`src/design/memPkg.sv`:
```
`default_nettype none

package memPkg;

    // **************************************************
    // Bus widths
    // **************************************************

    localparam int addrWidth = 17; // Byte address.
    localparam int dataWidth = 32;
    localparam int lenWidth  = 2;
    localparam int tagWidth  = 4;  // One tag per load/store buffer entry.

    typedef logic [addrWidth-1:0] addrT;
    typedef logic [dataWidth-1:0] dataT;
    typedef logic [tagWidth-1:0]  tagT;

    // **************************************************
    // Access length codes
    // **************************************************

    typedef enum logic [lenWidth-1:0] {
        lenByte = 2'd0, // 1 byte.
        lenHalf = 2'd1, // 2 bytes.
        lenWord = 2'd2  // 4 bytes.
    } lenT;

endpackage

`default_nettype wire
```
`src/design/memPortIf.sv`:
```
`timescale 1ns/1ns
`default_nettype none

interface memPortIf import memPkg::*; ();

    logic req;   // Request waiting.
    logic store;
    addrT addr;
    dataT wdata;
    lenT  len;

    logic grant; // One-cycle pulse.
    logic done;  // One-cycle pulse.
    dataT rdata; // Little-endian, zero-extended.

    modport port (
        output req,
        output store,
        output addr,
        output wdata,
        output len,
        input  grant,
        input  done,
        input  rdata
    );

    modport controller (
        input  req,
        input  store,
        input  addr,
        input  wdata,
        input  len,
        output grant,
        output done,
        output rdata
    );

endinterface

`default_nettype wire

```
`src/design/memCtrl.sv`:
```
`timescale 1ns/1ns
`default_nettype none

module memCtrl import memPkg::*; (
    input  logic        clk,
    input  logic        rst,
    input  logic        rdy,

    memPortIf.controller dPort,
    memPortIf.controller iPort,

    output logic        ramEn,
    output logic        ramWe,
    output addrT        ramAddr,
    output logic [7:0]  ramWdata,
    input  logic [7:0]  ramRdata
);

    function automatic logic [2:0] byteCount(lenT len);
        case (len)
            lenByte: byteCount = 3'd1;
            lenHalf: byteCount = 3'd2;
            default: byteCount = 3'd4;
        endcase
    endfunction

    logic busy;
    logic ownerFetch;     // Owner of the running access.
    logic [2:0] idx;      // Cycles since grant.
    logic [2:0] count;    // Bytes in the access.
    logic curStore;
    addrT curAddr;
    logic [23:0] wShift;  // Store bytes still to go out.
    dataT acc;            // Load bytes gathered so far.

    logic grantD, grantI, grantAny;
    logic selStore;
    addrT selAddr;
    dataT selWdata;
    lenT  selLen;
    logic issueNow, captureNow, doneNow;

    // **************************************************
    // Fixed-priority arbiter
    // **************************************************

    assign grantD   = rdy & ~busy & dPort.req; // Data port first.
    assign grantI   = rdy & ~busy & ~dPort.req & iPort.req;
    assign grantAny = grantD | grantI;

    always_comb begin
        if (grantD) begin
            selStore = dPort.store;
            selAddr  = dPort.addr;
            selWdata = dPort.wdata;
            selLen   = dPort.len;
        end else begin
            selStore = iPort.store;
            selAddr  = iPort.addr;
            selWdata = iPort.wdata;
            selLen   = iPort.len;
        end
    end

    // **************************************************
    // Byte sequencer
    // **************************************************

    assign issueNow   = busy & (idx < count);
    assign captureNow = busy & (idx <= count); // Byte idx-1 on ramRdata.
    assign doneNow    = rdy & busy & (idx == count + 3'd1);

    assign ramEn    = rdy & (grantAny | issueNow);
    assign ramWe    = ramEn & (busy ? curStore : selStore);
    assign ramAddr  = busy ? curAddr + addrT'(idx) : selAddr;
    assign ramWdata = busy ? wShift[7:0] : selWdata[7:0];

    always_ff @(posedge clk) begin
        if (rst) begin
            busy       <= 1'b0;
            ownerFetch <= 1'b0;
            idx        <= 3'd0;
        end else if (rdy) begin
            if (grantAny) begin
                busy       <= 1'b1;
                ownerFetch <= grantI;
                idx        <= 3'd1; // Byte 0 went out with the grant.
            end else if (busy) begin
                idx <= idx + 3'd1;
                if (doneNow) begin
                    busy <= 1'b0;
                end
            end
        end
    end

    always_ff @(posedge clk) begin
        if (rdy) begin
            if (grantAny) begin
                curStore <= selStore;
                curAddr  <= selAddr;
                count    <= byteCount(selLen);
                wShift   <= selWdata[31:8];
                acc      <= '0;
            end else if (busy) begin
                if (issueNow) begin
                    wShift <= wShift >> 8;
                end
                if (captureNow && !curStore) begin
                    acc[{idx[1:0] - 2'd1, 3'b000} +: 8] <= ramRdata;
                end
            end
        end
    end

    assign dPort.grant = grantD;
    assign iPort.grant = grantI;
    assign dPort.done  = doneNow & ~ownerFetch;
    assign iPort.done  = doneNow & ownerFetch;
    assign dPort.rdata = curStore ? '0 : acc;
    assign iPort.rdata = curStore ? '0 : acc;

endmodule

`default_nettype wire

```
`src/flat_wrapper.sv`:
```
// flat-port wrapper written by rule: the top's interface ports become plain ports
module memCtrl_flat import memPkg::*;
  (clk, rst, rdy, ramEn, ramWe, ramAddr, ramWdata, ramRdata, dPort_req, dPort_store, dPort_addr, dPort_wdata, dPort_len, dPort_grant, dPort_done, dPort_rdata, iPort_req, iPort_store, iPort_addr, iPort_wdata, iPort_len, iPort_grant, iPort_done, iPort_rdata);
  memPortIf dPort_i ();
  memPortIf iPort_i ();
  input  logic clk;
  input  logic rst;
  input  logic rdy;
  output logic ramEn;
  output logic ramWe;
  output addrT ramAddr;
  output logic [7:0] ramWdata;
  input  logic [7:0] ramRdata;
  input wire logic [$bits(dPort_i.req)-1:0] dPort_req;
  input wire logic [$bits(dPort_i.store)-1:0] dPort_store;
  input wire logic [$bits(dPort_i.addr)-1:0] dPort_addr;
  input wire logic [$bits(dPort_i.wdata)-1:0] dPort_wdata;
  input wire logic [$bits(dPort_i.len)-1:0] dPort_len;
  output wire logic [$bits(dPort_i.grant)-1:0] dPort_grant;
  output wire logic [$bits(dPort_i.done)-1:0] dPort_done;
  output wire logic [$bits(dPort_i.rdata)-1:0] dPort_rdata;
  input wire logic [$bits(iPort_i.req)-1:0] iPort_req;
  input wire logic [$bits(iPort_i.store)-1:0] iPort_store;
  input wire logic [$bits(iPort_i.addr)-1:0] iPort_addr;
  input wire logic [$bits(iPort_i.wdata)-1:0] iPort_wdata;
  input wire logic [$bits(iPort_i.len)-1:0] iPort_len;
  output wire logic [$bits(iPort_i.grant)-1:0] iPort_grant;
  output wire logic [$bits(iPort_i.done)-1:0] iPort_done;
  output wire logic [$bits(iPort_i.rdata)-1:0] iPort_rdata;
  assign dPort_i.req = dPort_req;
  assign dPort_i.store = dPort_store;
  assign dPort_i.addr = dPort_addr;
  assign dPort_i.wdata = dPort_wdata;
  assign dPort_i.len = dPort_len;
  assign dPort_grant = dPort_i.grant;
  assign dPort_done = dPort_i.done;
  assign dPort_rdata = dPort_i.rdata;
  assign iPort_i.req = iPort_req;
  assign iPort_i.store = iPort_store;
  assign iPort_i.addr = iPort_addr;
  assign iPort_i.wdata = iPort_wdata;
  assign iPort_i.len = iPort_len;
  assign iPort_grant = iPort_i.grant;
  assign iPort_done = iPort_i.done;
  assign iPort_rdata = iPort_i.rdata;
  memCtrl u_core (.clk(clk), .rst(rst), .rdy(rdy), .dPort(dPort_i), .iPort(iPort_i), .ramEn(ramEn), .ramWe(ramWe), .ramAddr(ramAddr), .ramWdata(ramWdata), .ramRdata(ramRdata));
endmodule
```
`config.mk`:
```
export PLATFORM = sky130hd
export DESIGN_NAME = memCtrl_flat
export DESIGN_NICKNAME = d
export VERILOG_FILES = /design/src/design/memPkg.sv /design/src/design/memPortIf.sv /design/src/design/memCtrl.sv /design/src/flat_wrapper.sv
export SDC_FILE = /design/constraint.sdc
export NUM_CORES = 1
export LEC_CHECK = 0
export BUFFER_PORTS_ARGS = -buffer_cell sky130_fd_sc_hd__buf_2
export CORE_ASPECT_RATIO = 0.8
export CORE_MARGIN = 8
export CORE_UTILIZATION = 50
export DETAILED_ROUTE_END_ITERATION = 8
export GPL_ROUTABILITY_DRIVEN = 0
export PLACE_DENSITY = 0.92
export RECOVER_POWER = 50
export SYNTH_ARGS = -nofsm -noshare
export SYNTH_HDL_FRONTEND = slang
export SYNTH_SLANG_ARGS = --single-unit
```
`constraint.sdc`:
```
create_clock -name clk -period 8.1 [get_ports clk]
set_input_delay 1.62 -clock clk [delete_from_list [all_inputs] [get_ports clk]]
set_output_delay 1.62 -clock clk [all_outputs]
set_load 0.02 [all_outputs]
```
==> results.yml <==
yosys:
  ys_ff_latch: 82
  dominant_synthesized_flop_cell: "edfxtp_1"
  synth.largest_area_cell: "edfxtp_1"
  postSynthAreaPerCell_um2: 9.34
  synthArstFlopShare_pct: 0
  synth_top_area_cells: "edfxtp_1, nor2b_1, nand2_1"
  synthCells: 555
  ys.warnings.count: 0
  synthDominantCellAreaShare_pct: 44.6
  syn_nets: 686
  synth-edff-count: 77
  synth_seq_area_share_pct: 46.5
  synthDistinctLibCells: 43
  synth_cell_area_um2: 5180
die:
  die_width_um: 130
  area_enclosed_by_the_die_boundary_um2: 13900
  core_um2: 10200
  site_rows: 33
  io-pin-count: 212
  die_h_um: 107
  initial_core_util_pct: 51.0
clock_tree:
  cts-hold-fix-buffers: 0
  numCtsBuffers: 9
  cts_tree: "done"
  clk-insertion-delay-late_ns: 0.33
  clk_path_buf_depth: 2
  num_clock_sinks: 82
  clkSlewWorstSetupHoldPaths_ns: 0.07
  htree_levels: 3
  post_cts.repair.setup_buffers: 0
  postCtsResizedCells: 0
  root_buffer: "clkbuf_16"
global_route:
  grt-ovfl-total: 0
  antenna_found_initial: 0
  grt_start_max_net_pins: 89
  global_route.usage.total_pct: 19.5
  grt_first_pass_wirelength_um: 21800
  number_of_global_route_vias_before_repair: 4521
critical_path:
  setup.worst_path.start_class: "input port"
  crit_path_start: "rdy"
  critical_path.endpoint_type: "primary output"
  path_max_fanout: 45
  cpLargestDelayFamily: "buffers and inverters"
  timing_worst_setup_path_type: "in2out"
  reg2reg_from: "u_core.idx[1]"
  crit_chain: "clkbuf_1 > nand3b_4 > inv_1 > nor2_1 > nand2_1 > nand2_1 > buf_2"
  worst-path-buf-inv: 3
  cp_data_arrival_time_ns: 4.18
  required_ns: 6.48
  crit_path_max_incr_delay_ns: 1.03
  critical_path.most_common_cell: "nand2_1"
  cpMaxStageDelayCell: "inv_1"
drt:
  drtAntennaViolNets: 0
  drt-total-wl_um: 13800
  vias_per_cell: 5.25
  route.detailed.drc: 0
  initialDrtViolationCount: 427
  drt-wirelength-per-cell_um: 16.0
  drt_first_pass_iters: 4
  detailroute.via_count: 4540
timing:
  final_max_slew_viol_count: 33
  final_setup_violation_count: 0
  final.period_utilization_pct: 71.6
  worst_pin_slew_ns: 1.75
  final.setup.tns_ns: 0
  period_needed_ns: 5.80
  rsz0062_at_grt: "false"
  finalHoldViolCount: 0
  maxSlewHeadroom_pct: -16.6
  fmax_mhz: 172
  finalClockSkew_ns: 0.0106
  timing.hold.ws_ns: 0.522
power_and_ir_drop:
  power_report.internal_total_mw: 0.902
  report.power.total_mw: 1.28
  power_density_over_the_cells_nw_per_um2: 201
  p_leak_nw: 2.87
  peakVddDrop_mv: 0.110
  share_clk_of_total_power_pct: 33.6
  power.share.combinational_pct: 23.5
  net-switching-power_mw: 0.382
  power.share.switching_pct: 29.7
  seqPwrFrac_pct: 42.8
layout:
  layout.core_utilization_pct: 63.0
  synthesis_to_finish_area_growth_pct: 23.5
  finish.net_count: 850
  drive_above_1_share_pct: 32.6
placed_design:
  post_dp_hpwl_um: 10500
  port_buffers: 211
min_path:
  worst_hold_startpoint: "u_core.ownerFetch"
  path_class_of_the_lowest_slack_min_delay_path: "reg2reg"
run:
  max-cap-violations: 1
status:
  run_status: "finished with violations"
  violations_in_the_final_reports: "max-capacitance violations, max-slew violations"
-- cells by family (layout without fill, tap and decap cells) --
group           after synthesis  after routing  share of synthesized area (%)
mux                          19             19                           4.08
buf+inv                      70            239                           7.70
fa+ha+maj                    14             14                           3.52
xor+xnor                     15             15                           2.82
flops                        82             82                           46.5
simple gates                257            257                           24.3
other cells                   0              1                              0
compound gates               98             98                           11.0
-- registers in the layout (all words and copies together) (netlist names) --
register	cells
u_core.idx	3
u_core.curAddr	17
u_core.acc	32
u_core.count	3
u_core.curStore	1
u_core.busy	1
u_core.wShift	24
u_core.ownerFetch	1
-- worst min-delay path, delay by kind of cell, from the launching register on --
kind / cells / cell delay (ns)
flip-flops: 1 / 0.32
AO/OA/AOI/OAI: 1 / 0.11
AND/OR/NAND/NOR: 1 / 0.05
-- final timing paths --
| check | to | slack (ns) | cells after the start |
|---|---|---|---|
| min reg2reg | u_core.ownerFetch | 0.52 | 2 |
| max reg2reg | u_core.acc[20] | 4.69 | 6 |
| max | ramWdata[0] | 2.30 | 7 |
| min | u_core.ownerFetch | 0.52 | 2 |
-- synth_stat cells (12+ instances only) --
| cell type | n |
|---|---|
| a21oi_1 | 55 |
| clkbuf_1 | 13 |
| buf_2 | 12 |
| edfxtp_1 | 77 |
| mux2_2 | 14 |
| nand2b_1 | 18 |
| nor2_1 | 51 |
| ha_1 | 13 |
| nand3_1 | 20 |
| nor2b_1 | 60 |
| buf_4 | 32 |
| nand2_1 | 88 |
| a31oi_1 | 20 |
-- cell usage in the layout, fill, tap and decap left out, drive strengths merged, types with 17 or more instances in the layout --
cell	instances
nand2b	18
mux2	17
nand3	20
nor2	51
a31oi	20
nand2	88
buf	211
nor2b	60
edfxtp	77
a21oi	55
-- routing by layer --
metal / share of wire (%) / global-route usage (%) / up-vias
met4: 0.80 / 4.96 / 0
met1: 41 / 23.5 / 2096
met3: 9.1 / 5.75 / 10
met2: 49 / 33.4 / 197
li1: - / - / 2237
met5: 0 / 0 / -
-- per-stage QoR --
stage | cells | setup WS, ns | area [um^2]
4_1_cts | 864 | 2.84 | 6400
5_1_grt | 864 | 1.92 | 6400
2_1_floorplan | 555 | 3.32 | 5180
6_report | 865 | 2.30 | 6400
3_3_place_gp | 848 | 2.94 | 6090
3_5_place_dp | 848 | 2.84 | 6090
-- layout make-up --
cell class / count / area (um^2)
antenna: 1 / 2.50
clock buffer: 9 / 225
tap: 140 / 175
fill: 852 / 3760
inverter: 9 / 33.8
timing repair buffer: 214 / 1070
sequential: 82 / 2410
clock inverter: 7 / 93.8
multi-input combinational: 403 / 2380
-- power by group through the flow --
stage               logic (mW)  clock network [mW]  registers [mW]
global placement         0.297                   0           0.555
finish                   0.302               0.431           0.550
detailed placement       0.305                   0           0.557
floorplan                0.224                   0           0.541
CTS                      0.306               0.439           0.549
global route             0.331               0.456           0.555
No activity file was read; power rests on OpenSTA's default activity.
