===== src/design/memPkg.sv =====
`default_nettype none

package memPkg;

    // **************************************************
    // Bus widths
    // **************************************************

    localparam int addrWidth = 17; // Byte address.
    localparam int dataWidth = 32;
    localparam int lenWidth  = 2;
    localparam int tagWidth  = 4;  // One tag per load/store buffer entry.

    typedef logic [addrWidth-1:0] addrT;
    typedef logic [dataWidth-1:0] dataT;
    typedef logic [tagWidth-1:0]  tagT;

    // **************************************************
    // Access length codes
    // **************************************************

    typedef enum logic [lenWidth-1:0] {
        lenByte = 2'd0, // 1 byte.
        lenHalf = 2'd1, // 2 bytes.
        lenWord = 2'd2  // 4 bytes.
    } lenT;

endpackage

`default_nettype wire

===== src/design/memPortIf.sv =====
`timescale 1ns/1ns
`default_nettype none

interface memPortIf import memPkg::*; ();

    logic req;   // Request waiting.
    logic store;
    addrT addr;
    dataT wdata;
    lenT  len;

    logic grant; // One-cycle pulse.
    logic done;  // One-cycle pulse.
    dataT rdata; // Little-endian, zero-extended.

    modport port (
        output req,
        output store,
        output addr,
        output wdata,
        output len,
        input  grant,
        input  done,
        input  rdata
    );

    modport controller (
        input  req,
        input  store,
        input  addr,
        input  wdata,
        input  len,
        output grant,
        output done,
        output rdata
    );

endinterface

`default_nettype wire


===== src/design/fetchPort.sv =====
`timescale 1ns/1ns
`default_nettype none

module fetchPort import memPkg::*; #(
    parameter int icacheLines = 16
) (
    input  logic    clk,
    input  logic    rst,
    input  logic    rdy,

    input  logic    fetchValid,
    input  addrT    fetchAddr,
    output logic    fetchReady,
    output logic    fetchDone,
    output dataT    fetchInstr,

    memPortIf.port  mem
);

    localparam int idxBits = $clog2(icacheLines);
    localparam int tagBits = addrWidth - 2 - idxBits;

    logic [icacheLines-1:0] lineValid;
    logic [tagBits-1:0]     lineTag [icacheLines];
    dataT                   lineData [icacheLines];

    logic [addrWidth-3:0] lookWord; // Word address under lookup.
    logic [idxBits-1:0]   lookIdx;
    logic [tagBits-1:0]   lookTag;
    logic lookValid;
    logic missReg;                  // Word load outstanding.
    logic reqReg;
    logic lineHit, hitNow, missNow, accept;

    assign lookIdx = lookWord[idxBits-1:0];
    assign lookTag = lookWord[addrWidth-3:idxBits];
    assign lineHit = lineValid[lookIdx] && (lineTag[lookIdx] == lookTag);
    assign hitNow  = lookValid & ~missReg & lineHit;
    assign missNow = lookValid & ~missReg & ~lineHit;

    assign fetchReady = rdy & ~missReg & ~missNow;
    assign accept     = fetchValid & fetchReady;

    always_ff @(posedge clk) begin
        if (rst) begin
            lineValid <= '0; // All lines invalid.
            lookValid <= 1'b0;
            missReg   <= 1'b0;
            reqReg    <= 1'b0;
        end else if (rdy) begin
            if (accept) begin
                lookValid <= 1'b1;
            end else if (hitNow || mem.done) begin
                lookValid <= 1'b0;
            end
            if (missNow) begin
                missReg <= 1'b1;
                reqReg  <= 1'b1;
            end
            if (mem.grant) begin
                reqReg <= 1'b0;
            end
            if (mem.done) begin
                missReg            <= 1'b0;
                lineValid[lookIdx] <= 1'b1;
            end
        end
    end

    always_ff @(posedge clk) begin
        if (rdy) begin
            if (accept) begin
                lookWord <= fetchAddr[addrWidth-1:2];
            end
            if (mem.done) begin
                lineTag[lookIdx]  <= lookTag;
                lineData[lookIdx] <= mem.rdata;
            end
        end
    end

    assign mem.req   = reqReg;
    assign mem.store = 1'b0; // Fetch only loads.
    assign mem.addr  = {lookWord, 2'b00};
    assign mem.wdata = '0;
    assign mem.len   = lenWord;

    assign fetchDone  = (rdy & hitNow) | mem.done;
    assign fetchInstr = missReg ? mem.rdata : lineData[lookIdx];

endmodule

`default_nettype wire


===== src/flat_wrapper.sv =====
// flat-port wrapper written by rule: the top's interface ports become plain ports
module fetchPort_flat import memPkg::*;
#(
    parameter int icacheLines = 16
)
  (clk, rst, rdy, fetchValid, fetchAddr, fetchReady, fetchDone, fetchInstr, mem_req, mem_store, mem_addr, mem_wdata, mem_len, mem_grant, mem_done, mem_rdata);
  memPortIf mem_i ();
  input  logic clk;
  input  logic rst;
  input  logic rdy;
  input  logic fetchValid;
  input  addrT fetchAddr;
  output logic fetchReady;
  output logic fetchDone;
  output dataT fetchInstr;
  output wire logic [$bits(mem_i.req)-1:0] mem_req;
  output wire logic [$bits(mem_i.store)-1:0] mem_store;
  output wire logic [$bits(mem_i.addr)-1:0] mem_addr;
  output wire logic [$bits(mem_i.wdata)-1:0] mem_wdata;
  output wire logic [$bits(mem_i.len)-1:0] mem_len;
  input wire logic [$bits(mem_i.grant)-1:0] mem_grant;
  input wire logic [$bits(mem_i.done)-1:0] mem_done;
  input wire logic [$bits(mem_i.rdata)-1:0] mem_rdata;
  assign mem_req = mem_i.req;
  assign mem_store = mem_i.store;
  assign mem_addr = mem_i.addr;
  assign mem_wdata = mem_i.wdata;
  assign mem_len = mem_i.len;
  assign mem_i.grant = mem_grant;
  assign mem_i.done = mem_done;
  assign mem_i.rdata = mem_rdata;
  fetchPort #(.icacheLines(icacheLines)) u_core (.clk(clk), .rst(rst), .rdy(rdy), .fetchValid(fetchValid), .fetchAddr(fetchAddr), .fetchReady(fetchReady), .fetchDone(fetchDone), .fetchInstr(fetchInstr), .mem(mem_i));
endmodule

===== config.mk =====
export PLATFORM = sky130hd
export DESIGN_NAME = fetchPort_flat
export DESIGN_NICKNAME = d
export VERILOG_FILES = /design/src/design/memPkg.sv /design/src/design/memPortIf.sv /design/src/design/fetchPort.sv /design/src/flat_wrapper.sv
export SDC_FILE = /design/constraint.sdc
export NUM_CORES = 1
export LEC_CHECK = 0
export ABC_AREA = 1
export ABC_CLOCK_PERIOD_IN_PS = 4400
export BUFFER_PORTS_ARGS = -buffer_cell sky130_fd_sc_hd__buf_2
export CAP_MARGIN = 10
export CORE_MARGIN = 10
export CORE_UTILIZATION = 61
export CTS_CLUSTER_DIAMETER = 200
export DETAILED_ROUTE_END_ITERATION = 8
export GPL_ROUTABILITY_DRIVEN = 0
export PLACE_DENSITY = 0.79
export SLEW_MARGIN = 20
export SYNTH_ARGS = -nofsm -noshare
export SYNTH_HDL_FRONTEND = slang
export SYNTH_SLANG_ARGS = --single-unit

===== constraint.sdc =====
create_clock -name clk -period 4.4 [get_ports clk]
set_input_delay 0.66 -clock clk [delete_from_list [all_inputs] [get_ports clk]]
set_output_delay 0.66 -clock clk [all_outputs]
set_load 0.1 [all_outputs]

==> flow_metrics.env, run 1 <==
export IMPL_status="finished clean"
export IMPL_postCtsHoldBufs=0
export IMPL_synth_xor_area_share_pct=0
export IMPL_fillerInstances=3077
export IMPL_power_mw=15.4
export IMPL_critPathMaxStageDelay_ps=510
export IMPL_cts_buffer_depth=3
export IMPL_fin_setup_tns_ps=0
export IMPL_cts_tree="built"
export IMPL_port_buffers=102
export IMPL_crit_slowest_cell="buf_12"
export IMPL_power_net_switching_mw=4.00
export IMPL_grt_max_degree=184
export IMPL_worstPathCellList="buf_12, nor2_1, nor2_1, o21ai_1, nand3_1, nand3_1, nand3_1, nand3_1, nor2_1, nand3_2, nand2_4, nand2_1, inv_1, buf_12"
export IMPL_hpwl_um=36000
export IMPL_max_freq_mhz=243
export IMPL_worstHoldPathType="in -> reg"
export IMPL_drc=0
export IMPL_dpl_cell_count=2972
export IMPL_ant_nets=0
export IMPL_layout_cells_non_filler=3101
export IMPL_grt_pass1_vias=19300
export IMPL_synth_top_area_cell="edfxtp_1"
export IMPL_nNetsFinal=2485
export IMPL_power_frac_seq_pct=49.9
export IMPL_cp_arrival_ps=3450
export IMPL_cts_max_level=3
export IMPL_synth_seq_area_share_pct=73.7
export IMPL_crit_top_cell="nand3_1"
export IMPL_r2r_slack_ps=1150
export IMPL_grt_busiest_layer="met2"
export IMPL_p_clk_share_pct=38.3
export IMPL_cts_buffers=71
export IMPL_grt_pass1_wl_um=108000
export IMPL_antenna_found_initial=2
export IMPL_fin_skew_ps=24.5
export IMPL_final_common_cell="edfxtp_1"
export IMPL_min_period_ps=4110
export IMPL_fin_ws_ps=293
export IMPL_synth_area_leaders="edfxtp_1 72%, nor2_1 5.2%, o21ai_0 4.7%, nand2_1 3.6%, o221ai_1 2.7%"
export IMPL_yosys_warnings=0
export IMPL_die_w_um=239
export IMPL_root_buffer="clkbuf_16"
export IMPL_report_final_hold_viol_count=0
export IMPL_met2_usage_pct=41.2
export IMPL_intPower_mw=11.4
export IMPL_met1_usage_pct=31.0
export IMPL_synth_top_family_by_area="simple AND/OR/NAND/NOR gates"
export IMPL_cts_setup_buffers=0
export IMPL_yosysTopAreaCellShare_pct=72.1
export IMPL_syn_area_per_cell_um2=12.4
export IMPL_criticalPathCategory="reg -> out"
export IMPL_cp_max_fo=183
export IMPL_critical_path_endpoint_type="primary output"
export IMPL_initialDrtViolationCount=2559
export IMPL_max_cap_violations=0
export IMPL_yosys_area_share_adder_pct=0
export IMPL_wl_per_cell_um=23.1
export IMPL_cp_data_required_time_ps=3740
export IMPL_yosys_area_share_simple_pct=11.8
export IMPL_area_growth_pct=11.6
export IMPL_most_common_layout_cells="703 x edfxtp_1, 393 x nor2_1, 280 x nand2_1"
export IMPL_clk_latency_ps=620
export IMPL_synth_compound_area_share_pct=9.78
export IMPL_setup_viol=0
export IMPL_vias_per_cell=6.25
export IMPL_power_frac_comb_pct=11.8
export IMPL_num_rows=80
export IMPL_power_density_nw_per_um2=470
export IMPL_ir_worst_vdd_mv=0.348
export IMPL_p_leak_nw=11.4
export IMPL_grt_use_total_pct=24.6
export IMPL_rsz0062_at_grt="no"
export IMPL_fin_area_um2=32700
export IMPL_synthCells=2362
export IMPL_post_cts_resized=0
export IMPL_switching_share_pct=26.0
export IMPL_vias=19400
export IMPL_whs_ps=231
export IMPL_coreArea_um2=47600
export IMPL_die_area_um2=57200
export IMPL_totalWireLength_um=71700
export IMPL_drive_above_1_share_pct=11.0
export IMPL_drv_slew=0
export IMPL_grt_util_met3_pct=3.98
export IMPL_placed_area_um2=30500
export IMPL_clkSinkCount=726
export IMPL_worst_pin_slew_ps=1070
export IMPL_drt_pass1_iterations=6
export IMPL_relSlewSlack_pct=28.4
export IMPL_ios=142
export IMPL_grt_overflow_total=0
export IMPL_synth_mux_area_share_pct=0
export IMPL_netlist_area_um2=29300
export IMPL_synth_cell_types=31
export IMPL_start_util_pct=61.5
export IMPL_synth_ff_latch_count=726
export IMPL_final_util_pct=68.6
export IMPL_finalCritPeriodShare_pct=93.3
export IMPL_path_clk_slew_ps=60
export IMPL_die_y_um=239
export IMPL_dp_slack_ps=900
export IMPL_cp_start_kind="flop"
## registers in the layout (all words and copies together), names as in the netlist, named ones only
signal,cells
u_core.lookWord,15
u_core.lookValid,1
u_core.lineValid,16
u_core.mem.req,1
u_core.missReg,1
u_core.lineData,512
u_core.lineTag,176
## layout make-up
type                    instances  area, um2  share of cell area [%]
flip-flops and latches        726      21600                    66.0
multi-input cells            1367       6580                    20.1
clock buffers                  93       1920                    5.88
repair buffers                145       1060                    3.25
well taps                     615        769                    2.35
inverters                     119        458                    1.40
clock inverters                34        314                   0.961
diodes                          2       5.00                  0.0153
## Yosys cell counts, drive strengths merged
library cell / number
a21oi: 3
a31oi: 32
buf: 90
clkbuf: 95
clkinv: 3
conb: 2
dfxtp: 23
edfxtp: 703
inv: 116
nand2: 281
nand3: 157
nand3b: 2
nand4: 4
nor2: 409
o211ai: 9
o21a: 8
o21ai: 293
o21bai: 2
o221ai: 90
o22ai: 38
or2: 2
## layer usage
metal,vias to the layer above,routed length [um]
li1,8601,-
met1,9408,26900
met2,1175,35300
met3,193,7110
met4,2,2410
met5,-,20
## kinds of logic (layout without fill, tap and decap cells)
logic type             after synthesis  after routing
AO/OA/AOI/OAI                      475            475
buffers and inverters              304            391
flip-flops                         726            726
other                                2             39
AND/OR/NAND/NOR                    855            855
## power groups by stage
stage          logic [mW]  clock network, mW  registers, mW
3_3_place_gp         1.73                  0           7.82
5_1_grt              1.92               6.17           7.68
2_1_floorplan        1.33                  0           7.85
4_1_cts              1.79               5.92           7.68
3_5_place_dp         1.78                  0           7.82
6_report             1.81               5.89           7.68
## final timing paths
path,startpoint,to,cells after the start
setup / recovery,flop,fetchReady,14
hold reg to reg,u_core.lineValid[6],u_core.lineValid[6],2
hold / removal,fetchAddr[8],u_core.lookWord[6],1
setup reg to reg,flop,u_core.lookWord[4],14
## worst max-delay path, delay by kind of cell (launching register included)
kind	cells	cell delay (ps)
simple gates	10	1320
buf+inv	3	810
flops	1	490
compound gates	1	80
No activity file was read; power rests on OpenSTA's default activity.
==> run 2, diff against run 1 <==
ABC_CLOCK_PERIOD_IN_PS = 4300   (was 4400)
clock period = 4.3 ns   (was 4.4 ns; I/O delays follow)
==> run 2 against run 1 <==
Worst hold slack got worse by 3.1 ps; clock power is 2% lower; wire length increased by 0.13%; global-route usage up 0.11 points; critical endpoint is now fetchInstr[19]; largest power group unchanged; highest routed layer is now met4.
==> flow_metrics.env, run 2 (synthesis results as in run 1) <==
export IMPL_nNetsFinal=2488
export IMPL_cts_buffer_depth=3
export IMPL_drive_above_1_share_pct=10.9
export IMPL_grt_overflow_total=0
export IMPL_num_rows=80
export IMPL_drt_pass1_iterations=6
export IMPL_power_mw=15.5
export IMPL_max_freq_mhz=248
export IMPL_coreArea_um2=47600
export IMPL_cts_buffers=70
export IMPL_max_cap_violations=0
export IMPL_cts_max_level=3
export IMPL_final_util_pct=68.4
export IMPL_cp_arrival_ps=3390
export IMPL_vias_per_cell=6.28
export IMPL_hpwl_um=36700
export IMPL_antenna_found_initial=2
export IMPL_rsz0062_at_grt="no"
export IMPL_r2r_slack_ps=960
export IMPL_dp_slack_ps=630
export IMPL_crit_path_end="fetchInstr[19]"
export IMPL_ir_worst_vdd_mv=0.404
export IMPL_final_common_cell="edfxtp_1"
export IMPL_clkSinkCount=726
export IMPL_die_w_um=239
export IMPL_most_common_layout_cells="703 x edfxtp_1, 393 x nor2_1, 280 x nand2_1"
export IMPL_cp_data_required_time_ps=3650
export IMPL_ant_nets=0
export IMPL_setup_viol=0
export IMPL_placed_area_um2=30400
export IMPL_status="finished clean"
export IMPL_max_flop_register="u_core.lineData"
export IMPL_die_y_um=239
export IMPL_drv_slew=0
export IMPL_grt_use_total_pct=24.7
export IMPL_cp_max_fo=113
export IMPL_critical_path_endpoint_type="primary output"
export IMPL_fin_skew_ps=23.0
export IMPL_ios=142
export IMPL_p_leak_nw=11.4
export IMPL_reg_largest_list="u_core.lineData x512, u_core.lineTag x176, u_core.lineValid x16"
export IMPL_criticalPathCategory="reg -> out"
export IMPL_largest_reg_flops=512
export IMPL_root_buffer="clkbuf_16"
export IMPL_fillerInstances=3110
export IMPL_vias=19500
export IMPL_totalWireLength_um=71800
export IMPL_clk_latency_ps=610
export IMPL_fin_area_um2=32600
export IMPL_fin_setup_tns_ps=0
export IMPL_cp_start_kind="flop"
export IMPL_grt_pass1_wl_um=109000
export IMPL_relSlewSlack_pct=39.5
export IMPL_grt_max_degree=166
export IMPL_die_area_um2=57200
export IMPL_finalCritPeriodShare_pct=93.8
export IMPL_worst_pin_slew_ps=908
export IMPL_initialDrtViolationCount=2753
export IMPL_postCtsHoldBufs=0
export IMPL_port_buffers=102
export IMPL_min_period_ps=4030
export IMPL_power_density_nw_per_um2=474
export IMPL_start_util_pct=61.5
export IMPL_path_clk_slew_ps=60
export IMPL_report_final_hold_viol_count=0
export IMPL_drc=0
export IMPL_area_growth_pct=11.3
export IMPL_worstRegToRegCells=15
export IMPL_worstHoldPathType="in -> reg"
export IMPL_wl_per_cell_um=23.1
export IMPL_cts_tree="built"
export IMPL_fin_ws_ps=267
export IMPL_rr_endpoint="u_core.lookWord[7]"
export IMPL_grt_pass1_vias=19000
==> run 2: cell types whose count changed in the layout (fill, tap and decap cells not counted), sizes merged <==
cell / previous run / this run
clkinv: 26 / 31
clkinvlp: 2 / 0
buf: 145 / 144
bufinv: 5 / 4
clkbuf: 93 / 94
==> run 2: timing repair <==
action                                 4_1_cts  5_1_grt
endpoints found under the hold margin        0        0
buffers inserted                             0        1
resized for setup                            1       10
setup endpoints to repair                    1       11
==> run 2: cell type report <==
class	count	area, um2	share of cell area [%]
sequential	726	21600	66.2
multi-input combinational	1367	6580	20.2
clock buffer	89	1820	5.59
timing repair buffer	149	1090	3.35
tap	615	769	2.36
inverter	119	467	1.43
clock inverter	36	287	0.879
antenna	2	5.00	0.0153
==> run 2: layer usage <==
metal / wire (um) / up-vias / GRT usage, %
li1: - / 8612 / -
met1: 26600 / 9516 / 32.1
met2: 35500 / 1195 / 40.6
met3: 7440 / 168 / 4.20
met4: 2220 / 0 / 10.8
met5: 0 / - / 0
==> run 2: worst min-delay path by stage <==
stage | from | end | slack [ps] | cells past startpoint
finish | fetchAddr[14] | u_core.lookWord[12] | 230 | 1
global route | fetchAddr[6] | u_core.lookWord[4] | 210 | 1
global placement | u_core.lineValid[8] | u_core.lineValid[8] | 450 | 1
detailed placement | u_core.lineValid[13] | u_core.lineValid[13] | 460 | 1
floorplan | u_core.lineValid[10] | u_core.lineValid[10] | 440 | 2
CTS | fetchAddr[10] | u_core.lookWord[8] | 210 | 1
==> run 2: worst max-delay path: stages (launching register included) <==
cell and delay, ps:
dfxtp_4 570, buf_16 370, buf_12 340, o21ai_0 150, o22ai_1 230, nor2_1 60, nor2_1 140, o21ai_1 80
a31oi_1 220, buf_2 490
==> run 2: per-stage QoR <==
step                hold WS (ps)  instances
floorplan                    440       2397
global placement             448       2975
detailed placement           457       2975
CTS                          209       3100
global route                 214       3102
finish                       228       3103
==> run 2: where the power goes <==
| group | switching, mW | total (mW) | internal [mW] |
|---|---|---|---|
| Clock | 2.50 | 5.75 | 3.25 |
| Combinational | 1.49 | 1.87 | 0.379 |
| Sequential | 0.0470 | 7.85 | 7.81 |
