## src/design/memPkg.sv

```systemverilog
`default_nettype none

package memPkg;

    // **************************************************
    // Bus widths
    // **************************************************

    localparam int addrWidth = 17; // Byte address.
    localparam int dataWidth = 32;
    localparam int lenWidth  = 2;
    localparam int tagWidth  = 4;  // One tag per load/store buffer entry.

    typedef logic [addrWidth-1:0] addrT;
    typedef logic [dataWidth-1:0] dataT;
    typedef logic [tagWidth-1:0]  tagT;

    // **************************************************
    // Access length codes
    // **************************************************

    typedef enum logic [lenWidth-1:0] {
        lenByte = 2'd0, // 1 byte.
        lenHalf = 2'd1, // 2 bytes.
        lenWord = 2'd2  // 4 bytes.
    } lenT;

endpackage

`default_nettype wire
```

## src/design/memPortIf.sv

```systemverilog
`timescale 1ns/1ns
`default_nettype none

interface memPortIf import memPkg::*; ();

    logic req;   // Request waiting.
    logic store;
    addrT addr;
    dataT wdata;
    lenT  len;

    logic grant; // One-cycle pulse.
    logic done;  // One-cycle pulse.
    dataT rdata; // Little-endian, zero-extended.

    modport port (
        output req,
        output store,
        output addr,
        output wdata,
        output len,
        input  grant,
        input  done,
        input  rdata
    );

    modport controller (
        input  req,
        input  store,
        input  addr,
        input  wdata,
        input  len,
        output grant,
        output done,
        output rdata
    );

endinterface

`default_nettype wire

```

## src/design/dataPort.sv

```systemverilog
`timescale 1ns/1ns
`default_nettype none

module dataPort import memPkg::*; (
    input  logic    clk,
    input  logic    rst,
    input  logic    rdy,

    input  logic    lsuValid,
    input  logic    lsuStore,
    input  addrT    lsuAddr,
    input  dataT    lsuWdata,
    input  lenT     lsuLen,
    input  tagT     lsuTag,
    output logic    lsuReady,
    output logic    lsuDone,
    output dataT    lsuRdata,
    output tagT     lsuTagOut,

    memPortIf.port  mem
);

    logic full;   // Entry holds a request.
    logic reqReg; // Not yet granted.
    logic accept;

    logic curStore;
    addrT curAddr;
    dataT curWdata;
    lenT  curLen;
    tagT  curTag;

    assign lsuReady = rdy & ~full;
    assign accept   = lsuValid & lsuReady;

    // **************************************************
    // Entry control
    // **************************************************

    always_ff @(posedge clk) begin
        if (rst) begin
            full   <= 1'b0;
            reqReg <= 1'b0;
        end else if (rdy) begin
            if (accept) begin
                full   <= 1'b1;
                reqReg <= 1'b1;
            end
            if (mem.grant) begin
                reqReg <= 1'b0;
            end
            if (mem.done) begin
                full <= 1'b0; // Free again next cycle.
            end
        end
    end

    always_ff @(posedge clk) begin
        if (rdy && accept) begin
            curStore <= lsuStore;
            curAddr  <= lsuAddr;
            curWdata <= lsuWdata;
            curLen   <= lsuLen;
            curTag   <= lsuTag;
        end
    end

    // **************************************************
    // Controller side and result
    // **************************************************

    assign mem.req   = reqReg;
    assign mem.store = curStore;
    assign mem.addr  = curAddr;
    assign mem.wdata = curWdata;
    assign mem.len   = curLen;

    assign lsuDone   = mem.done;
    assign lsuRdata  = mem.rdata;
    assign lsuTagOut = curTag; // Tag kept from the accepting edge.

endmodule

`default_nettype wire

```

## src/flat_wrapper.sv

```systemverilog
// flat-port wrapper written by rule: the top's interface ports become plain ports
module dataPort_flat import memPkg::*;
  (clk, rst, rdy, lsuValid, lsuStore, lsuAddr, lsuWdata, lsuLen, lsuTag, lsuReady, lsuDone, lsuRdata, lsuTagOut, mem_req, mem_store, mem_addr, mem_wdata, mem_len, mem_grant, mem_done, mem_rdata);
  memPortIf mem_i ();
  input  logic clk;
  input  logic rst;
  input  logic rdy;
  input  logic lsuValid;
  input  logic lsuStore;
  input  addrT lsuAddr;
  input  dataT lsuWdata;
  input  lenT lsuLen;
  input  tagT lsuTag;
  output logic lsuReady;
  output logic lsuDone;
  output dataT lsuRdata;
  output tagT lsuTagOut;
  output wire logic [$bits(mem_i.req)-1:0] mem_req;
  output wire logic [$bits(mem_i.store)-1:0] mem_store;
  output wire logic [$bits(mem_i.addr)-1:0] mem_addr;
  output wire logic [$bits(mem_i.wdata)-1:0] mem_wdata;
  output wire logic [$bits(mem_i.len)-1:0] mem_len;
  input wire logic [$bits(mem_i.grant)-1:0] mem_grant;
  input wire logic [$bits(mem_i.done)-1:0] mem_done;
  input wire logic [$bits(mem_i.rdata)-1:0] mem_rdata;
  assign mem_req = mem_i.req;
  assign mem_store = mem_i.store;
  assign mem_addr = mem_i.addr;
  assign mem_wdata = mem_i.wdata;
  assign mem_len = mem_i.len;
  assign mem_i.grant = mem_grant;
  assign mem_i.done = mem_done;
  assign mem_i.rdata = mem_rdata;
  dataPort u_core (.clk(clk), .rst(rst), .rdy(rdy), .lsuValid(lsuValid), .lsuStore(lsuStore), .lsuAddr(lsuAddr), .lsuWdata(lsuWdata), .lsuLen(lsuLen), .lsuTag(lsuTag), .lsuReady(lsuReady), .lsuDone(lsuDone), .lsuRdata(lsuRdata), .lsuTagOut(lsuTagOut), .mem(mem_i));
endmodule
```

## config.mk

```make
export PLATFORM = sky130hd
export DESIGN_NAME = dataPort_flat
export DESIGN_NICKNAME = d
export VERILOG_FILES = /design/src/design/memPkg.sv /design/src/design/memPortIf.sv /design/src/design/dataPort.sv /design/src/flat_wrapper.sv
export SDC_FILE = /design/constraint.sdc
export NUM_CORES = 1
export LEC_CHECK = 0
export ABC_AREA = 1
export BUFFER_PORTS_ARGS = -buffer_cell sky130_fd_sc_hd__clkbuf_2
export CORE_MARGIN = 4
export CORE_UTILIZATION = 39
export CTS_CLUSTER_SIZE = 40
export DETAILED_ROUTE_END_ITERATION = 7
export PLACE_DENSITY = 0.82
export SLEW_MARGIN = 20
export SYNTH_ARGS = -nofsm -noshare
export SYNTH_HDL_FRONTEND = slang
export SYNTH_SLANG_ARGS = --single-unit
```

## constraint.sdc

```tcl
create_clock -name clk -period 3.89 [get_ports clk]
set_input_delay 0.1945 -clock clk [delete_from_list [all_inputs] [get_ports clk]]
set_output_delay 0.1945 -clock clk [all_outputs]
set_load 0.1 [all_outputs]
```

==> results of run 1 <==
-- layout make-up --
type / count / area, µm²
Inverter: 5 / 20.0
Clock buffer: 11 / 131
Multi-Input combinational cell: 8 / 38.8
Tap cell: 67 / 83.8
Sequential cell: 58 / 1720
Fill cell: 403 / 2260
Timing Repair Buffer: 120 / 601
Clock inverter: 4 / 20.0
-- cells in the final DEF (no fill, tap or decap) --
master / synthesis / final
dfxtp_1: 2 / 2
clkbuf_1: 0 / 2
edfxtp_1: 56 / 56
nand2_1: 4 / 4
clkinv_2: 0 / 5
clkbuf_2: 0 / 120
clkbuf_8: 0 / 9
nand3_2: 1 / 1
a21oi_1: 2 / 2
nor2_1: 1 / 1
inv_1: 5 / 4
-- kinds of logic after synthesis --
group	synth area share, %
buffers and inverters	13.1
and+or+nand+nor	1.42
AOI/OAI and AO/OA	0.494
DFF	84.9
-- metrics by stage --
| step | instance area, µm² | cells | hold slack, ns |
|---|---|---|---|
| after floorplan | 2030 | 104 | 0.293 |
| after global placement | 2460 | 258 | 0.371 |
| after detailed placement | 2460 | 258 | 0.373 |
| after CTS | 2620 | 273 | 0.0382 |
| after global routing | 2620 | 273 | 0.0311 |
| final | 2620 | 273 | 0.0584 |
-- power by group through the flow --
stage	Sequential [mW]	Clock (mW)	Combinational, mW
CTS	0.727	0.437	0.269
floorplan	0.926	0	0.179
global route	0.728	0.472	0.276
global placement	0.738	0	0.266
finish	0.727	0.420	0.267
detailed placement	0.740	0	0.269
-- flip-flops by register name, indices dropped and copies added (netlist names) --
| register | count |
|---|---|
| u_core.mem.len | 2 |
| u_core.full | 1 |
| u_core.mem.req | 1 |
| u_core.mem.store | 1 |
| u_core.mem.wdata | 32 |
| u_core.lsuTagOut | 4 |
| u_core.mem.addr | 17 |
-- routing by layer --
metal / GRT usage (%) / wire, µm
met5: 0 / 0
met2: 22.8 / 2160
met4: 8.28 / 157
met3: 6.50 / 624
met1: 11.9 / 1320
-- worst min-delay path by stage --
stage	slack [ns]	endpoint
after floorplan	0.29	u_core.lsuTagOut[0]
after global placement	0.37	u_core.mem.addr[2]
after detailed placement	0.37	u_core.mem.wdata[28]
after CTS	0.04	u_core.mem.wdata[28]
after global routing	0.03	u_core.mem.wdata[30]
final	0.06	u_core.mem.addr[16]
-- worst reg2reg max path: stages, from the launching register on --
cell and delay (ns):
dfxtp_1 0.33, inv_1 0.06, nand3_2 0.09, clkinv_2 0.66
==> metrics, run 1 <==
actual slew at the worst max-slew pin=~0.85 ns; R2R Path End=u_core.mem.len[1]; total power=about 1.4 mW; CTS Buf Count=9; Max Root-Sink Buffers=2; Levels on crit path=3; Worst EP arrival=1.46 ns; status=complete, no violations; Num Clock Sinks=58; final period utilization=approximately 43%; Synth top area share=between 80% and 90%; Area Growth Syn to Fin=29.1%; fmax=approximately 0.6 GHz; Mapped Cells=~100; synthesized area=just over 0.002 mm²; drt drc=0; final WL=approximately 4300 µm; antenna cells=0; largest net degree at the start of global routing=between 50 and 60; post_cts resized=0; Wirelength per Cell=approximately 16 µm; switch share=approximately 31%; remaining antenna violation count=0; CTS tree=yes; Hold Path Class=input port to flop; critical path endpoint category=flop; Setup Viol. Count Final=0; Post-CTS Setup Bufs=0; die area=0.00641 mm²; register bit count reported by yosys=58; Mapped Nets=198; Seq/Total Area, Yosys=roughly 85%; final hold vios=0; Worst path max stage delay=0.66 ns; DRT Pass-1 Iters=4; switching pwr=431 µW; vias in the first global route=about 1200; relative slew slack=between 40% and 50%; Worst path top cell family by delay=buffers and inverters; Final nets=slightly below 300; Clock transition at path regs=0.06 ns; core area=between 0.004 and 0.005 mm²; CP startpoint=u_core.full; Worst EP required=~3.7 ns; vias per cell=4.29; Initial Util=approximately two fifths; clk root buf=clkbuf_8; Reg power frac=a little over 50%; I/O pin count=about 190; die extent in y=between 80 and 90 µm; GP Congestion=between 0.6 and 0.7; H-tree depth=3; Clock Latency Late Sink=between 0.3 and 0.4 ns; Crit Path Category=flop to flop; r2r startpoint=u_core.full; RSZ-0062 raised after global routing=false; Worst Setup EP=u_core.mem.len[1]; GRT Util Overall=around an eighth; Max-cap violations=0; worst path cell trace=inv_1, nand3_2, clkinv_2; Finished Core Util=53.6%; Cell Int Power=approximately 1000 µW; Syn Area/Cell=19.5 µm²; number of DRC markers in iteration 0=41; first-pass GRT wire length=between 6000 and 7000 µm; hold_buf cts=0; Clock Skew=0.00399 ns; pwr dens=540 mW/mm²; Synth Flop Type=edfxtp_1; worst setup margin=between 2 and 2.5 ns; hold depth=1; crit-path max FO=56; Post-synth top cells=56 x edfxtp_1, 33 x buf_4, 5 x inv_1; Yosys warning count=0; row cnt=25; ys async rst share=0%; most area-consuming cells after synthesis=edfxtp_1 83%, buf_4 12%, dfxtp_1 2.0%; antenna violations before repair=0; count leader, synth=edfxtp_1; slowest CP cell=clkinv_2; pre-CTS setup slack=~2.2 ns; Post-synth EDFFs=56; Die W=between 80 and 90 µm; vias=about 1200; Synth area leader=edfxtp_1; FF-to-FF setup slack=2.22 ns; CP startpoint kind=flop; layout cells sized above 1=between 60% and 70%; min-delay src=lsuAddr[16]; Yosys cell types=8; PortBufs=120; Buf/Inv on CP=2; Min Clock Period, post-route=roughly 1.7 ns; R2R depth=3; Peak VDD IR=about 180 µV; Pleak=approximately 1.2 nW; grt total ovfl=0; combinational share of power=about a fifth; setup TNS=0 ns; max-slew violations=0; clock power share=just under 30%
Note: power is estimated with default switching activity, not from simulation.
==> inputs of run 2 (changes only) <==
--- a/config.mk
+++ b/config.mk
@@ -8,10 +8,10 @@
 export ABC_AREA = 1
 export BUFFER_PORTS_ARGS = -buffer_cell sky130_fd_sc_hd__clkbuf_2
 export CORE_MARGIN = 4
-export CORE_UTILIZATION = 39
+export CORE_UTILIZATION = 37
 export CTS_CLUSTER_SIZE = 40
 export DETAILED_ROUTE_END_ITERATION = 7
-export PLACE_DENSITY = 0.82
+export PLACE_DENSITY = 0.78
 export SLEW_MARGIN = 20
 export SYNTH_ARGS = -nofsm -noshare
 export SYNTH_HDL_FRONTEND = slang
==> constraint.sdc (replaced) <==
create_clock -name clk -period 1.7 [get_ports clk]
set_input_delay 0.085 -clock clk [delete_from_list [all_inputs] [get_ports clk]]
set_output_delay 0.085 -clock clk [all_outputs]
set_load 0.1 [all_outputs]
==> run 2 against run 1 <==
Compared with the run above: clock power increased to 2.7 times the previous value; via count rose by 23%; worst hold slack lost 0.032 ns; sequential power increased by 130%; sequential share of layout area shrank 13 points; cell count increased by 23%; critical path depth is 1 lower; sequential cell count stayed put; combinational power rose to 2.7 times the previous value; core utilization increased by 8.7 points; critical path type is now flop to output port; largest cell class unchanged; highest routed layer unchanged.
==> metrics, run 2 (synthesis gave the netlist of run 1 again) <==
Reg power frac=46.9% (-4.5 points); Pleak=1.41 nW (+22%); drt drc=0 (unchanged); Finished Layout Cells=335 (+23%); grt total ovfl=0 (unchanged); pwr dens=1090 mW/mm² (+100%); antenna cells=0 (unchanged); Crit Path Category=flop to output port; Worst EP arrival=1.23 ns (-0.23 ns); worst setup margin=0.381 ns (-1.84 ns); Clock Latency Late Sink=0.33 ns (+0.02 ns); GP Congestion=0.651 (-1.3%); pre-CTS setup slack=0.453 ns (-1.78 ns); DRT Pass-1 Iters=4 (unchanged); layout cells sized above 1=51.3% (-14 points); setup TNS=0 ns (unchanged); crit-path max FO=2 (-96%); Worst EP required=1.62 ns (-2.06 ns); Clock transition at path regs=0.06 ns (about the same); Hold Path Class=input port to flop; combinational share of power=20.7% (+1.8 points); fmax=~0.76 GHz; Min Clock Period, post-route=approximately 1.3 ns; PortBufs=120 (unchanged); status=complete, no violations; critical path endpoint category=output port; die extent in y=82.0 µm (+2.4%); Cells after DPL=263 (+1.9%); Die W=82.0 µm (+2.4%); relative slew slack=62.4% (+19 points); RSZ-0062 raised after global routing=false; final hold vios=0 (unchanged); vias per cell=4.28 (-0.14%); vias in the first global route=1472 (+24%); Wirelength per Cell=18.8 µm (+21%); Area Growth Syn to Fin=60.1%; max reg flops=32 (unchanged); final hold slack=0.0262 ns (-0.0321 ns); row cnt=26 (+4.0%); Cell Int Power=2.49 mW (+150%); CTS tree=yes; I/O pin count=185 (unchanged); H-tree depth=3 (unchanged); GRT Util Overall=18.6% (+5.5 points); remaining antenna violation count=0 (unchanged); final WL=6310 µm (+48%); Peak VDD IR=463 µV (+160%); Setup Viol. Count Final=0 (unchanged); DP HPWL=slightly above 4000 µm; largest net degree at the start of global routing=30 (-47%); vias=1435 (+23%); most common cell after layout, fill and taps aside=clkbuf_2; max-slew violations=0 (unchanged); die area=0.00673 mm² (+4.9%); clk root buf=clkbuf_8; Max-cap violations=0 (unchanged); Initial Util=38.9% (-2.6 points); first-pass GRT wire length=8330 µm (+38%); multi-input logic area=38.8 µm² (unchanged); total power=3.55 mW (+150%); Final nets=355 (+20%); switching pwr=1.06 mW (+150%); core area=0.00520 mm² (+6.7%); Num Clock Sinks=58 (unchanged); number of DRC markers in iteration 0=73 (+78%); Filler cells=369 (-8.4%); CTS Buf Count=9 (unchanged); commonest non-fill, non-tap cells in the layout=120 x clkbuf_2, 57 x dlygate4sd3_1, 56 x edfxtp_1; actual slew at the worst max-slew pin=0.566 ns (-0.282 ns); Max Root-Sink Buffers=2 (unchanged); Clock Skew=0.00719 ns (+0.00320 ns); switch share=29.9% (-0.59 points); Post-CTS Setup Bufs=0 (unchanged); CP startpoint kind=flop; final period utilization=between 70% and 80%; register area=0.00172 mm² (unchanged); clock power share=32.4% (+2.7 points); antenna violations before repair=0 (unchanged)
-- run 2: what timing repair did --
| item | CTS | global route |
|---|---|---|
| endpoints found under the hold margin | 57 | 0 |
| resized for setup | 0 | 0 |
| hold buffers | 57 | 0 |
-- run 2: per-layer routing --
metal | track usage, % | vias to the layer above | share of wire, %
li1 | - | 653 | -
met1 | 15.6 | 640 | 30
met2 | 34.0 | 113 | 52
met3 | 9.10 | 29 | 13
met4 | 12.1 | 0 | 4.5
met5 | 0 | - | 0
-- run 2: power groups by stage --
| stage | clock, mW | sequential, mW | combinational, mW |
|---|---|---|---|
| 2_1_floorplan | 0 | 2.12 | 0.410 |
| 3_3_place_gp | 0 | 1.69 | 0.619 |
| 3_5_place_dp | 0 | 1.69 | 0.623 |
| 4_1_cts | 1.16 | 1.66 | 0.732 |
| 5_1_grt | 1.26 | 1.67 | 0.758 |
| 6_report | 1.15 | 1.66 | 0.733 |
-- run 2: worst paths after layout --
kind                            depth (start not counted)  slack [ns]      startpoint                   end
worst max-delay path                                    2        0.38     u_core.full              lsuReady
worst min-delay path                                    4        0.03       mem_grant        u_core.mem.req
worst max register to register                          4        0.45     u_core.full  u_core.mem.wdata[12]
worst min register to register                          2        0.45  u_core.mem.req        u_core.mem.req
-- run 2: critical path: stages (launching register included) --
cell      delay (ns)
dfxtp_1         0.31
nor2_1          0.13
clkbuf_2        0.48
-- run 2: area by class of cell --
cell class	instances	share of cell area, %
flip-flops and latches	58	53.1
repair buffers	179	36.9
clock buffers	11	4.05
well taps	70	2.70
clock inverters	4	1.35
multi-input cells	8	1.20
inverters	5	0.694
-- run 2: stage by stage --
stage	utilization (%)	area, µm²
2_1_floorplan	-	2030
3_3_place_gp	48.0	2500
3_5_place_dp	48.0	2500
4_1_cts	62.3	3240
5_1_grt	62.3	3240
6_report	62.3	3240
==> inputs of run 3 (changes only) <==
==> constraint.sdc (replaced) <==
create_clock -name clk -period 1.25 [get_ports clk]
set_input_delay 0.0625 -clock clk [delete_from_list [all_inputs] [get_ports clk]]
set_output_delay 0.0625 -clock clk [all_outputs]
set_load 0.1 [all_outputs]
==> run 3 against run 2 <==
Compared with the run above: the flow now finishes with violations (negative hold slack); largest cell class unchanged; clock skew hardly changed; critical path type unchanged; die area stayed put; highest routed layer unchanged; combinational power is 39% higher; largest power group unchanged.
==> metrics, run 3 (synthesis gave the netlist of run 1 again) <==
DP HPWL=3940 µm (-3.0%); placed cell area=0.00257 mm² (+2.8%); first-pass GRT wire length=7980 µm (-4.2%); final hold slack=-0.0132 ns (-0.0394 ns); largest net degree at the start of global routing=38 (+27%); Crit Path Category=flop to output port; final hold vios=1 (+1); actual slew at the worst max-slew pin=0.557 ns (-0.00979 ns); vias in the first global route=1490 (+1.2%); RSZ-0062 raised after global routing=false; Finished Layout Cells=337 (+0.60%); die extent in y=82.0 µm (unchanged); antenna cells=0 (unchanged); Area Growth Syn to Fin=65.6%; Filler cells=374 (+1.4%); hold depth=4 (unchanged); row cnt=26 (unchanged); antenna violations before repair=0 (unchanged); clk root buf=clkbuf_8; CTS tree=yes; PortBufs=120 (unchanged); status=complete, but fails checks; grt total ovfl=0 (unchanged); H-tree depth=3 (unchanged); die area=0.00673 mm² (unchanged); Setup Viol. Count Final=0 (unchanged); Final nets=356 (+0.28%); Initial Util=38.9% (unchanged); R2R depth=4 (unchanged); vias per cell=4.21 (-1.8%); final period utilization=a little over nine tenths; layout cells sized above 1=52.4% (+1.1 points); max-slew violations=0 (unchanged); Max-cap violations=0 (unchanged); CP startpoint kind=flop; worst path cell trace=clkbuf_2; Buf/Inv on CP=1 (unchanged); Worst path max stage delay=0.46 ns (-0.02 ns); Wirelength per Cell=17.5 µm (-7.1%); drt drc=0 (unchanged); Worst EP arrival=1.14 ns (-0.09 ns); Levels on crit path=1 (-1); vias=1418 (-1.2%); fmax=0.832 GHz; remaining antenna violation count=0 (unchanged); Clock Skew=0.00732 ns (+0.000131 ns); final WL=5900 µm (-6.5%); Clock transition at path regs=0.06 ns (about the same); CTS Buf Count=9 (unchanged); most common cell after layout, fill and taps aside=clkbuf_2; Worst path top cell family by delay=buffers and inverters; GRT Util Overall=17.7% (-0.90 points); crit-path max FO=1 (-1); Max Root-Sink Buffers=2 (unchanged); Peak VDD IR=711 µV (+54%); relative slew slack=63.0% (+0.65 points); DRT Pass-1 Iters=4 (unchanged); Num Clock Sinks=58 (unchanged); Pleak=1.45 nW (+2.4%); Die W=82.0 µm (unchanged); slowest CP cell=clkbuf_2; Hold Path Class=input port to flop; Cells after DPL=263 (unchanged); design area=0.00336 mm² (+3.5%); Worst EP required=1.19 ns (-0.43 ns); number of DRC markers in iteration 0=70 (-4.1%); I/O pin count=185 (unchanged); Clock Latency Late Sink=0.33 ns (about the same); pwr dens=1520 mW/mm² (+39%); commonest non-fill, non-tap cells in the layout=94 x clkbuf_2, 58 x dlygate4sd3_1, 56 x edfxtp_1; critical path endpoint category=output port; violated checks=negative hold slack; core area=0.00520 mm² (unchanged); GP Congestion=0.682 (+4.8%); max reg flops=32 (unchanged); Min Clock Period, post-route=roughly 1.2 ns
-- run 3: per-layer routing --
metal  part of all wire (%)  routed length, µm  track usage (%)  vias to the layer above
met1                     32               1900             16.3                      626
met5                      0                  0                0                        -
met3                     13                772             7.13                       22
li1                       -                  -                -                      656
met2                     51               3010             30.8                      114
met4                    3.7                217             13.6                        0
-- run 3: per-stage QoR --
step                      total power, mW  util, %  setup TNS (ns)  setup slack [ns]
final                                5.10     64.5               0            0.0487
after global routing                 5.29     64.5               0           0.00535
after CTS                            5.13     64.7               0            0.0253
after detailed placement             3.17     49.3               0             0.105
after global placement               3.16     49.3               0             0.129
after floorplan                      3.44        -          -21.04            -0.378
-- run 3: worst paths after layout --
path / from / slack (ns) / end
setup / recovery: u_core.mem.wdata[7] / 0.05 / mem_wdata[7]
hold / removal: mem_done / -0.01 / u_core.full
setup reg to reg: u_core.full / 0.10 / u_core.mem.addr[14]
hold reg to reg: u_core.mem.req / 0.46 / u_core.mem.req
-- run 3: area by class of cell --
cell class              instances  area (µm²)  share of cell area (%)
flip-flops and latches         58        1720                    51.3
inverters                       5        22.5                   0.671
clock buffers                  10         128                    3.80
repair buffers                180        1270                    37.8
multi-input cells               8        46.3                    1.38
clock inverters                 6        81.3                    2.42
well taps                      70        87.6                    2.61
-- run 3: timing repair --
action,CTS,global route
endpoints found under the setup margin,0,3
resized for setup,0,2
endpoints found under the hold margin,58,0
hold buffers,59,0
buffers inserted,0,0
-- run 3: where the power goes --
group	switching (mW)	internal, mW
clock network	0.704	1.11
registers	0.0256	2.24
logic	0.750	0.271
